--- config.mk ---
export PLATFORM = sky130hd
export DESIGN_NAME = conv1x1_top
export DESIGN_NICKNAME = d
export VERILOG_FILES = /design/src/hw/conv1x1_pkg.sv /design/src/hw/conv1x1_weight_fifo.sv /design/src/hw/conv1x1_weight_buffer.sv /design/src/hw/conv1x1_apb_regs.sv /design/src/hw/conv1x1_mac.sv /design/src/hw/conv1x1_top.sv
export VERILOG_INCLUDE_DIRS = /design/src /design/src/hw
export SDC_FILE = /design/constraint.sdc
export NUM_CORES = 1
export LEC_CHECK = 0
export BUFFER_PORTS_ARGS = -buffer_cell sky130_fd_sc_hd__buf_4
export CORE_ASPECT_RATIO = 1.75
export CORE_UTILIZATION = 35
export DETAILED_ROUTE_END_ITERATION = 8
export REMOVE_ABC_BUFFERS = 1
export SYNTH_ARGS = -nofsm -noshare
export SYNTH_HDL_FRONTEND = slang
export SYNTH_SLANG_ARGS = --single-unit
--- constraint.sdc ---
create_clock -name clk -period 13.6 [get_ports clk]
set_clock_uncertainty 0.1 [all_clocks]
set_input_delay 1.36 -clock clk [delete_from_list [all_inputs] [get_ports clk]]
set_output_delay 1.36 -clock clk [all_outputs]
set_load 0.02 [all_outputs]
--- src/hw/conv1x1_params.svh ---
`ifndef CONV1X1_PARAMS_SVH
`define CONV1X1_PARAMS_SVH

//////////////////////////////////////////////////
// Datapath sizes

// Input channels per pixel
`define NUM_CH 8
// Pixel element and weight width
`define DATA_W 16
// Room for NUM_CH full-scale products
`define ACC_W 40
// Weight FIFO entries, power of two
`define FIFO_DEPTH 16

//////////////////////////////////////////////////
// APB register map
`define APB_AW 8
`define REG_WEIGHT 8'h00
`define REG_CTRL 8'h04
`define REG_STATUS 8'h08

`endif

--- src/hw/conv1x1_pkg.sv ---
package conv1x1_pkg;

`include "conv1x1_params.svh"

	// Signed datapath words
	typedef logic signed [`DATA_W-1:0] data_t;
	typedef logic signed [`DATA_W-1:0] weight_t;
	typedef logic signed [`ACC_W-1:0] acc_t;

	// Channel select, 0 to NUM_CH-1
	typedef logic [$clog2(`NUM_CH)-1:0] ch_idx_t;
	// Occupancy 0 to FIFO_DEPTH, one extra bit
	typedef logic [$clog2(`FIFO_DEPTH):0] fifo_cnt_t;

	// APB bus words
	typedef logic [`APB_AW-1:0] apb_addr_t;
	typedef logic [31:0] apb_data_t;

	// Weight loader
	typedef enum logic {
		LD_IDLE,
		LD_DRAIN
	} load_state_t;

endpackage

--- src/hw/conv1x1_weight_fifo.sv ---
`timescale 1ns/100ps

`include "conv1x1_params.svh"

module conv1x1_weight_fifo import conv1x1_pkg::*; (
	input  logic      clk,
	input  logic      reset,
	input  logic      push,
	input  logic      pop,
	input  weight_t   din,
	output weight_t   dout,
	output fifo_cnt_t count,
	output logic      full,
	output logic      empty
);

	localparam int PTR_W = $clog2(`FIFO_DEPTH);

	// Storage, no reset needed
	weight_t mem [`FIFO_DEPTH];

	logic [PTR_W-1:0] wr_ptr;
	logic [PTR_W-1:0] rd_ptr;
	logic             do_push;
	logic             do_pop;

	assign full  = (count == fifo_cnt_t'(`FIFO_DEPTH));
	assign empty = (count == '0);

	// Drop push on full, pop on empty
	assign do_push = push && !full;
	assign do_pop  = pop && !empty;

	// Head word visible without read latency
	assign dout = mem[rd_ptr];

	always_ff @(posedge clk) begin
		if (do_push) begin
			mem[wr_ptr] <= din;
		end
	end

	//////////////////////////////////////////////////
	// Pointers and occupancy
	always_ff @(posedge clk) begin
		if (reset) begin
			wr_ptr <= '0;
			rd_ptr <= '0;
			count  <= '0;
		end else begin
			// Pointers wrap, depth is a power of two
			if (do_push) begin
				wr_ptr <= wr_ptr + 1'b1;
			end
			if (do_pop) begin
				rd_ptr <= rd_ptr + 1'b1;
			end
			// Simultaneous push and pop leaves count alone
			if (do_push && !do_pop) begin
				count <= count + 1'b1;
			end else if (do_pop && !do_push) begin
				count <= count - 1'b1;
			end
		end
	end

endmodule

--- src/hw/conv1x1_weight_buffer.sv ---
`timescale 1ns/100ps

`include "conv1x1_params.svh"

module conv1x1_weight_buffer import conv1x1_pkg::*; (
	input  logic      clk,
	input  logic      reset,
	input  logic      wt_push,
	input  logic      load_req,
	input  weight_t   wt_data,
	output weight_t   w0,
	output weight_t   w1,
	output weight_t   w2,
	output weight_t   w3,
	output weight_t   w4,
	output weight_t   w5,
	output weight_t   w6,
	output weight_t   w7,
	output logic      weights_ready,
	output logic      loading,
	output logic      ovf_pulse,
	output logic      load_err_pulse,
	output fifo_cnt_t fifo_count
);

	localparam ch_idx_t LAST_CH = ch_idx_t'(`NUM_CH - 1);

	logic        stage_valid;
	weight_t     stage_data;
	weight_t     fifo_dout;
	fifo_cnt_t   fifo_occ;
	logic        fifo_full;
	logic        fifo_empty;
	logic        fifo_pop;
	load_state_t ld_state;
	ch_idx_t     ld_ch;
	logic        load_ok;
	weight_t     wfile [`NUM_CH];

	//////////////////////////////////////////////////
	// Input register stage

	// Staged word counts as occupied
	assign fifo_count = fifo_occ + fifo_cnt_t'(stage_valid);
	assign ovf_pulse  = wt_push && (fifo_count >= fifo_cnt_t'(`FIFO_DEPTH));

	always_ff @(posedge clk) begin
		if (reset) begin
			stage_valid <= 1'b0;
		end else begin
			stage_valid <= wt_push && !ovf_pulse;
		end
	end

	always_ff @(posedge clk) begin
		stage_data <= wt_data;
	end

	conv1x1_weight_fifo weight_fifo_inst (
		.clk   (clk),
		.reset (reset),
		.push  (stage_valid && !fifo_full),
		.pop   (fifo_pop),
		.din   (stage_data),
		.dout  (fifo_dout),
		.count (fifo_occ),
		.full  (fifo_full),
		.empty (fifo_empty)
	);

	//////////////////////////////////////////////////
	// Loader FSM

	// Requests during a drain are ignored
	assign load_ok        = (fifo_count >= fifo_cnt_t'(`NUM_CH));
	assign load_err_pulse = load_req && (ld_state == LD_IDLE) && !load_ok;
	assign loading        = (ld_state == LD_DRAIN);
	assign fifo_pop       = loading && !fifo_empty;

	always_ff @(posedge clk) begin
		if (reset) begin
			ld_state      <= LD_IDLE;
			ld_ch         <= '0;
			weights_ready <= 1'b0;
		end else begin
			case (ld_state)
				LD_IDLE: begin
					if (load_req && load_ok) begin
						ld_state      <= LD_DRAIN;
						ld_ch         <= '0;
						weights_ready <= 1'b0;
					end
				end
				LD_DRAIN: begin
					ld_ch <= ld_ch + 1'b1;
					// Last word lands, weights usable next cycle
					if (ld_ch == LAST_CH) begin
						ld_state      <= LD_IDLE;
						weights_ready <= 1'b1;
					end
				end
				default: ld_state <= LD_IDLE;
			endcase
		end
	end

	// Weight file, one word per drain cycle in FIFO order
	always_ff @(posedge clk) begin
		if (fifo_pop) begin
			wfile[ld_ch] <= fifo_dout;
		end
	end

	assign w0 = wfile[0];
	assign w1 = wfile[1];
	assign w2 = wfile[2];
	assign w3 = wfile[3];
	assign w4 = wfile[4];
	assign w5 = wfile[5];
	assign w6 = wfile[6];
	assign w7 = wfile[7];

endmodule

--- src/hw/conv1x1_apb_regs.sv ---
`timescale 1ns/100ps

`include "conv1x1_params.svh"

module conv1x1_apb_regs import conv1x1_pkg::*; (
	input  logic      clk,
	input  logic      reset,
	input  logic      psel,
	input  logic      penable,
	input  logic      pwrite,
	input  apb_addr_t paddr,
	input  apb_data_t pwdata,
	output apb_data_t prdata,
	output logic      pready,
	output logic      pslverr,
	output logic      wt_push,
	output logic      load_req,
	output weight_t   wt_data,
	input  logic      weights_ready,
	input  logic      loading,
	input  logic      ovf_pulse,
	input  logic      load_err_pulse,
	input  fifo_cnt_t fifo_count
);

	logic      access;
	logic      wr_access;
	logic      mapped;
	logic      ctrl_wr;
	logic      ovf_sticky;
	logic      lerr_sticky;
	apb_data_t status;

	//////////////////////////////////////////////////
	// Access phase decode

	// No wait states
	assign pready    = 1'b1;
	assign access    = psel && penable;
	assign wr_access = access && pwrite;
	assign ctrl_wr   = wr_access && (paddr == `REG_CTRL);

	assign mapped = (paddr == `REG_WEIGHT) || (paddr == `REG_CTRL) ||
		(paddr == `REG_STATUS);
	assign pslverr = access && !mapped;

	// Weight enters the input stage on the completing edge
	assign wt_push = wr_access && (paddr == `REG_WEIGHT);
	assign wt_data = weight_t'(pwdata[`DATA_W-1:0]);

	// Registered, loader sees it the cycle after completion
	always_ff @(posedge clk) begin
		if (reset) begin
			load_req <= 1'b0;
		end else begin
			load_req <= ctrl_wr && pwdata[0];
		end
	end

	//////////////////////////////////////////////////
	// Sticky error bits, clear wins over a new pulse
	always_ff @(posedge clk) begin
		if (reset) begin
			ovf_sticky  <= 1'b0;
			lerr_sticky <= 1'b0;
		end else if (ctrl_wr && pwdata[2]) begin
			ovf_sticky  <= 1'b0;
			lerr_sticky <= 1'b0;
		end else begin
			ovf_sticky  <= ovf_sticky | ovf_pulse;
			lerr_sticky <= lerr_sticky | load_err_pulse;
		end
	end

	// STATUS layout
	always_comb begin
		status        = '0;
		status[0]     = weights_ready;
		status[1]     = loading;
		status[2]     = ovf_sticky;
		status[3]     = lerr_sticky;
		status[12:8]  = fifo_count;
	end

	// Other addresses read back zero
	assign prdata = (access && !pwrite && (paddr == `REG_STATUS)) ? status : '0;

endmodule

--- src/hw/conv1x1_mac.sv ---
`timescale 1ns/100ps

`include "conv1x1_params.svh"

module conv1x1_mac import conv1x1_pkg::*; (
	input  logic    clk,
	input  logic    reset,
	input  logic    pix_valid,
	input  logic    weights_ready,
	input  data_t   pix_data,
	input  weight_t w0,
	input  weight_t w1,
	input  weight_t w2,
	input  weight_t w3,
	input  weight_t w4,
	input  weight_t w5,
	input  weight_t w6,
	input  weight_t w7,
	output logic    pix_ready,
	output logic    out_valid,
	output acc_t    out_data
);

	localparam ch_idx_t LAST_CH = ch_idx_t'(`NUM_CH - 1);

	weight_t                     w_arr [`NUM_CH];
	ch_idx_t                     ch;
	acc_t                        acc;
	acc_t                        acc_next;
	logic signed [2*`DATA_W-1:0] prod;
	logic                        accept;

	assign w_arr[0] = w0;
	assign w_arr[1] = w1;
	assign w_arr[2] = w2;
	assign w_arr[3] = w3;
	assign w_arr[4] = w4;
	assign w_arr[5] = w5;
	assign w_arr[6] = w6;
	assign w_arr[7] = w7;

	// Stall pixels until a weight set is loaded
	assign pix_ready = weights_ready;
	assign accept    = pix_valid && pix_ready;

	//////////////////////////////////////////////////
	// Multiply and accumulate
	assign prod     = pix_data * w_arr[ch];
	// Channel 0 starts a fresh sum
	assign acc_next = (ch == '0) ? acc_t'(prod) : acc + prod;

	always_ff @(posedge clk) begin
		if (reset || !weights_ready) begin
			ch        <= '0;
			acc       <= '0;
			out_valid <= 1'b0;
		end else begin
			out_valid <= accept && (ch == LAST_CH);
			if (accept) begin
				acc <= acc_next;
				ch  <= (ch == LAST_CH) ? '0 : ch + 1'b1;
			end
		end
	end

	// Result held until the next pixel completes
	always_ff @(posedge clk) begin
		if (accept && (ch == LAST_CH)) begin
			out_data <= acc_next;
		end
	end

endmodule

--- src/hw/conv1x1_top.sv ---
`timescale 1ns/100ps

module conv1x1_top import conv1x1_pkg::*; (
	input  logic      clk,
	input  logic      reset,
	// APB slave
	input  logic      psel,
	input  logic      penable,
	input  logic      pwrite,
	input  apb_addr_t paddr,
	input  apb_data_t pwdata,
	output apb_data_t prdata,
	output logic      pready,
	output logic      pslverr,
	// Pixel stream
	input  logic      pix_valid,
	input  data_t     pix_data,
	output logic      pix_ready,
	// Dot product out
	output logic      out_valid,
	output acc_t      out_data
);

	logic      wt_push;
	logic      load_req;
	weight_t   wt_data;
	logic      weights_ready;
	logic      loading;
	logic      ovf_pulse;
	logic      load_err_pulse;
	fifo_cnt_t fifo_count;
	weight_t   w0, w1, w2, w3, w4, w5, w6, w7;

	//////////////////////////////////////////////////
	// Register block
	conv1x1_apb_regs apb_regs_inst (
		.clk            (clk),
		.reset          (reset),
		.psel           (psel),
		.penable        (penable),
		.pwrite         (pwrite),
		.paddr          (paddr),
		.pwdata         (pwdata),
		.prdata         (prdata),
		.pready         (pready),
		.pslverr        (pslverr),
		.wt_push        (wt_push),
		.load_req       (load_req),
		.wt_data        (wt_data),
		.weights_ready  (weights_ready),
		.loading        (loading),
		.ovf_pulse      (ovf_pulse),
		.load_err_pulse (load_err_pulse),
		.fifo_count     (fifo_count)
	);

	// Weight staging, FIFO and weight file
	conv1x1_weight_buffer weight_buffer_inst (
		.clk            (clk),
		.reset          (reset),
		.wt_push        (wt_push),
		.load_req       (load_req),
		.wt_data        (wt_data),
		.w0             (w0),
		.w1             (w1),
		.w2             (w2),
		.w3             (w3),
		.w4             (w4),
		.w5             (w5),
		.w6             (w6),
		.w7             (w7),
		.weights_ready  (weights_ready),
		.loading        (loading),
		.ovf_pulse      (ovf_pulse),
		.load_err_pulse (load_err_pulse),
		.fifo_count     (fifo_count)
	);

	// Dot product datapath
	conv1x1_mac mac_inst (
		.clk           (clk),
		.reset         (reset),
		.pix_valid     (pix_valid),
		.weights_ready (weights_ready),
		.pix_data      (pix_data),
		.w0            (w0),
		.w1            (w1),
		.w2            (w2),
		.w3            (w3),
		.w4            (w4),
		.w5            (w5),
		.w6            (w6),
		.w7            (w7),
		.pix_ready     (pix_ready),
		.out_valid     (out_valid),
		.out_data      (out_data)
	);

endmodule

==> run metrics, run 1 <==
most common cell after layout, fill and taps aside edfxtp_1; Comb pwr share 63.8%; CP most frequent cell fa_1; register bit total from synthesis 510; Worst R2R Start mac_inst.ch[0]; FMAX 0.09558 GHz; Synth area leader edfxtp_1; Area Overhead vs Synth 11.58%; Post-CTS Resized 0; port bufs 97; overall global routing resource usage 15.89%; core area 89440 sq um; post-route minimum period 10.46 ns; Synth top area share 40.17%; PwrDens 249.9 nW/um^2; fraction of layout cells with a size suffix above 1 14.52%; post-DR vias/cell 5.041; Top FF cell, synth edfxtp_1; Clock power frac 15.2%; first-pass GRT wire length 113300 microns; post-CTS setup repair buffer count 0; maximum VDD drop 0.0002843 V; CP Capture Type flip-flop; hold path start mac_inst.acc[0]; CP max stage delay 0.98 ns; Root Driver clkbuf_16; Final Max Tran Viols 0; Hold WS 0.3804 ns; die width 229.5 microns; TritonCTS clock tree yes; most frequent cells in the layout edfxtp_1, inv_1, fa_1; fin nets 3031; largest net degree at the start of global routing 56; total net switching power 4.164 mW; sw frac 47.12%; Detailed Routing Iterations Pass 1 7; Longest Clk Path Bufs 3; synth warn 0; CTS Buf Count 47; initial drt markers 1085; met3 GRT Util 1.621%; ANT nets after route 0; Final setup viols 0; Top-Level Pins 138; Lkg Pwr 13.78 nW; H-Tree Depth 2; max_cap viols 0; Yosys cell types 77; Seq pwr share 21.0%; top post-synthesis cells by area edfxtp_1, fa_1, mux4_2, ha_1, dfxtp_1; Vias 19050; die height 400.1 microns; relative slew slack 14.10%; # DRC 0; sequential share of the synthesized area 45.60%; mean area per synthesized cell 12.80 sq um; Post-synth ARST share 0%; status finished, final reports clean; crit path max-delay cell type mux2i_2; final wirelength 71740 microns; CTS clk-pin slew, worst paths 0.07 ns; DP HPWL 51310 microns; Worst-Skew Late Latency 0.60 ns; final period utilization 76.93%; worst hold path class reg -> reg; antenna violations before repair 1; Worst setup SP type flip-flop; clk sinks 510; unrepaired setup endpoints after global routing no; GR Overflow Total 0; met1 Usage GRT 16.74%; Top Usage Layer GRT met2; initial core utilization 35.44%; TNS Setup 0 ns; Arr. time, crit path 10.67 ns; crit path from mac_inst.ch[0]; hold_buf cts 0; crit path kind reg -> reg; critical path peak fanout 36; Rows 145; post-synthesis cell area 31700 sq um; DR WL/cell 18.98 microns; die area 91820 sq um; antenna cells 0; gpl congestion 0.8658; P_int 4.674 mW; number of global-route vias before repair 20780; Critical Path RT 13.81 ns; met2 usage 31.45%; measured slew at the worst slew-check pin 1.264 ns; Cells after Synth 2477; Post-synth EDFFs 424; Final Util 39.54%; final hold violations 0
[metal layers]
layer	part of all wire (%)	up-vias
met1	36	9805
met5	0.013	-
met2	57	447
li1	-	8656
met3	3.5	140
met4	3.7	2
[cells by family (layout without fill, tap and decap cells)]
logic type	Yosys count	after routing	synth area share (%)
compound gates	282	282	5.869
buf+inv	434	538	5.451
flops	510	510	45.60
xor+xnor	81	81	2.262
mux	151	151	9.256
other cells	2	24	0.02369
fa+ha+maj	405	405	22.24
simple gates	612	612	9.303
[synthesized netlist by cell type, types with 4 or more instances]
library cell / count
edfxtp_1: 424
inv_1: 315
fa_1: 264
nand2_1: 208
ha_1: 141
nor2_1: 137
mux4_2: 112
nor2b_1: 92
dfxtp_1: 86
a21oi_1: 82
clkbuf_1: 73
and2_1: 61
xnor2_1: 52
o21ai_0: 45
nand2b_1: 28
xor2_1: 28
buf_4: 24
mux2i_1: 24
a31oi_1: 22
nor3_1: 22
a21o_1: 20
nand3_1: 20
o21a_1: 17
o21ai_1: 16
buf_1: 14
mux2_2: 14
o21bai_1: 13
a211oi_1: 9
o211ai_1: 9
and3_1: 8
nand4_1: 8
buf_2: 7
or2_2: 6
a22oi_1: 4
a311oi_1: 4
and4_1: 4
nand3b_1: 4
o21ba_1: 4
[flip-flops by register name (all words and copies together) (netlist names), named ones only]
register and count:
weight_buffer_inst.weight_fifo_inst.mem 256, weight_buffer_inst.wfile 128, mac_inst.acc 40, mac_inst.out_data 40, weight_buffer_inst.stage_data 16, weight_buffer_inst.weight_fifo_inst.count 5, weight_buffer_inst.weight_fifo_inst.rd_ptr 4, weight_buffer_inst.weight_fifo_inst.wr_ptr 4
mac_inst.ch 3, weight_buffer_inst.ld_ch 3, apb_regs_inst.lerr_sticky 1, apb_regs_inst.load_req 1, apb_regs_inst.ovf_sticky 1, mac_inst.out_valid 1, weight_buffer_inst.loading 1, weight_buffer_inst.stage_valid 1
weight_buffer_inst.weights_ready 1
[power by group through the flow]
stage               clock network (mW)  registers (mW)  logic (mW)
finish                            1.34            1.86        5.64
global route                      1.43            1.86        6.32
CTS                               1.38            1.86        5.70
detailed placement                   0            1.89        5.66
global placement                     0            1.89        5.57
floorplan                            0            1.89        4.23
[critical path: cells and delay by family, from the launching register on]
family | cells | cell delay (ns)
adders and majority gates | 8 | 3.80
AOI/OAI and AO/OA | 13 | 2.55
muxes | 2 | 1.58
xor gates and xnor gates | 2 | 0.78
buffers and inverters | 5 | 0.74
DFF | 1 | 0.32
and+or+nand+nor | 2 | 0.22
[stage by stage]
step                      instance area, sq um  setup slack [ns]  total power, mW  std cells
after floorplan                          31240             3.636            6.117       2381
after global placement                   33790             3.191            7.462       3691
after detailed placement                 33790             3.094            7.550       3691
after CTS                                35370             3.050            8.926       3779
after global routing                     35370             2.393            9.605       3779
final                                    35370             3.138            8.838       3779
[path summary, 6_finish.rpt]
path / depth (start not counted) / to / slack (ns)
worst min-delay path: 2 / mac_inst.acc[0] / 0.38
worst max register to register: 32 / mac_inst.out_data[37] / 3.14
worst max-delay path: 32 / mac_inst.out_data[37] / 3.14
worst min register to register: 2 / mac_inst.acc[0] / 0.38
[cell type report]
type | instances | area [sq um]
clock buffer | 62 | 1314
clock inverter | 26 | 262.8
fill | 8308 | 54070
inverter | 316 | 1186
multi-input combinational | 1555 | 15670
sequential | 510 | 14460
tap | 1176 | 1471
timing repair buffer | 134 | 1006
No activity file was read; power rests on OpenSTA's default activity.
==> run 2: changes to the inputs <==
Clock period 13.6 ns to 11 ns, I/O delays scaled along.
==> run 2 against run 1 <==
Net effect:
- maximum frequency grew 4.8%
- total power grew 25%
- combinational power grew 25%
- sequential power grew 23%
- utilization grew 0.11 points
==> run metrics, run 2 (synthesized netlist as in run 1, its figures left out) <==
CP max stage delay 0.57 ns; initial core utilization 35.44%; placed insts 3695; crit path max-delay cell type mux4_2; core area 89440 sq um; Clock power frac 15.6%; Top Usage Layer GRT met2; FMAX 0.1001 GHz; Rows 145; TNS Setup 0 ns; Longest Clk Path Bufs 3; Comb pwr share 63.7%; met3 GRT Util 1.664%; maximum VDD drop 0.0003642 V; overall global routing resource usage 16.02%; antenna cells 0; relative slew slack 25.10%; initial drt markers 1017; CTS Buf Count 48; first-pass GRT wire length 113600 microns; GR Overflow Total 0; Worst R2R Start mac_inst.ch[0]; die width 229.5 microns; CTS clk-pin slew, worst paths 0.07 ns; die height 400.1 microns; Seq pwr share 20.7%; critical path peak fanout 24; most frequent cells in the layout edfxtp_1, inv_1, fa_1; post-DR vias/cell 5.075; Detailed Routing Iterations Pass 1 7; Top-Level Pins 138; die area 91820 sq um; Worst setup SP type flip-flop; post-route minimum period 9.986 ns; Arr. time, crit path 10.21 ns; CP most frequent cell fa_1; largest net degree at the start of global routing 65; clk sinks 510; biggest regs weight_buffer_inst.weight_fifo_inst.mem (256), weight_buffer_inst.wfile (128); Critical Path RT 11.22 ns; final wirelength 72630 microns; Final Max Tran Viols 0; total net switching power 5.207 mW; DR WL/cell 19.19 microns; met1 Usage GRT 16.33%; gpl congestion 0.8598; post-CTS setup repair buffer count 0; crit path capture mac_inst.out_data[34]; Hold WS 0.3725 ns; Largest Register weight_buffer_inst.weight_fifo_inst.mem; R2R Path End mac_inst.out_data[34]; met2 usage 31.95%; crit path from mac_inst.ch[0]; worst hold path class reg -> reg; post-layout total power 11.07 mW; measured slew at the worst slew-check pin 1.124 ns; unrepaired setup endpoints after global routing no; status finished, final reports clean; Post-CTS Resized 0; Vias 19210; port bufs 97; DP HPWL 51940 microns; PwrDens 312.0 nW/um^2; ANT nets after route 0; antenna violations before repair 1; R2R depth 32; final period utilization 90.78%; Root Driver clkbuf_16; max_cap viols 0; TritonCTS clock tree yes; Area Overhead vs Synth 11.89%; hold_buf cts 0; dpl ws 0.9841 ns; crit path kind reg -> reg; fin nets 3036; Worst-Skew Late Latency 0.63 ns; # DRC 0; number of global-route vias before repair 21040; final cell count without fillers 3784; Final setup viols 0; fraction of layout cells with a size suffix above 1 14.53%; H-Tree Depth 2; sw frac 47.04%; Largest register FFs 256; most common cell after layout, fill and taps aside edfxtp_1; P_int 5.861 mW; PnR worst setup slack 1.014 ns; final hold violations 0; CP Capture Type flip-flop; setup slack, reg-to-reg 1.01 ns; Lkg Pwr 13.83 nW
==> run 2: cell types whose count changed in the layout (fill, tap and decap cells not counted), moves of 3 or more <==
cell      previous run  this run
buf_4              134       138
mux2i_1             20        24
mux2i_2              5         1
clkinv_4             4         1
==> run 2: area by class of cell <==
| type | instances | area, sq um |
|---|---|---|
| fill | 8336 | 53970 |
| multi-input combinational | 1555 | 15650 |
| sequential | 510 | 14460 |
| tap | 1176 | 1471 |
| clock buffer | 65 | 1345 |
| inverter | 316 | 1186 |
| timing repair buffer | 138 | 1036 |
| clock inverter | 24 | 316.6 |
==> run 2: per-layer routing <==
metal	vias to the layer above	part of all wire [%]	wire length, microns
met4	2	4.3	3142
met5	-	0.014	10
met3	157	3.3	2396
li1	8669	-	-
met2	457	57	41420
met1	9920	35	25670
==> run 2: power by group through the flow <==
stage          Clock (mW)  Sequential [mW]  Combinational [mW]
6_report             1.73             2.29                7.05
5_1_grt              1.83             2.30                7.79
4_1_cts              1.77             2.29                7.07
3_3_place_gp            0             2.34                6.92
3_5_place_dp            0             2.34                7.03
2_1_floorplan           0             2.33                5.23
==> run 2: per-stage QoR <==
stage                     util, %  cell area (sq um)
final                       39.66              35470
after detailed placement    37.80              33810
after global placement      37.80              33810
after floorplan                 -              31240
after CTS                   39.66              35470
after global routing        39.66              35470
==> run 2: how the worst min path moves through the flow <==
stage,startpoint,endpoint,depth (start not counted)
finish,mac_inst.acc[0],mac_inst.acc[0],2
global route,mac_inst.acc[0],mac_inst.acc[0],2
CTS,mac_inst.acc[0],mac_inst.acc[0],2
detailed placement,mac_inst.acc[0],mac_inst.acc[0],2
global placement,mac_inst.acc[0],mac_inst.acc[0],2
floorplan,mac_inst.acc[0],mac_inst.acc[0],2
==> run 2: critical path: cells and delay by family (launching register included) <==
family          cells  cell delay, ns
flops               1            0.56
compound gates     11            2.73
simple gates        3            0.26
mux                 3            1.02
buf+inv             6            1.01
fa+ha+maj           8            3.74
xor+xnor            1            0.28
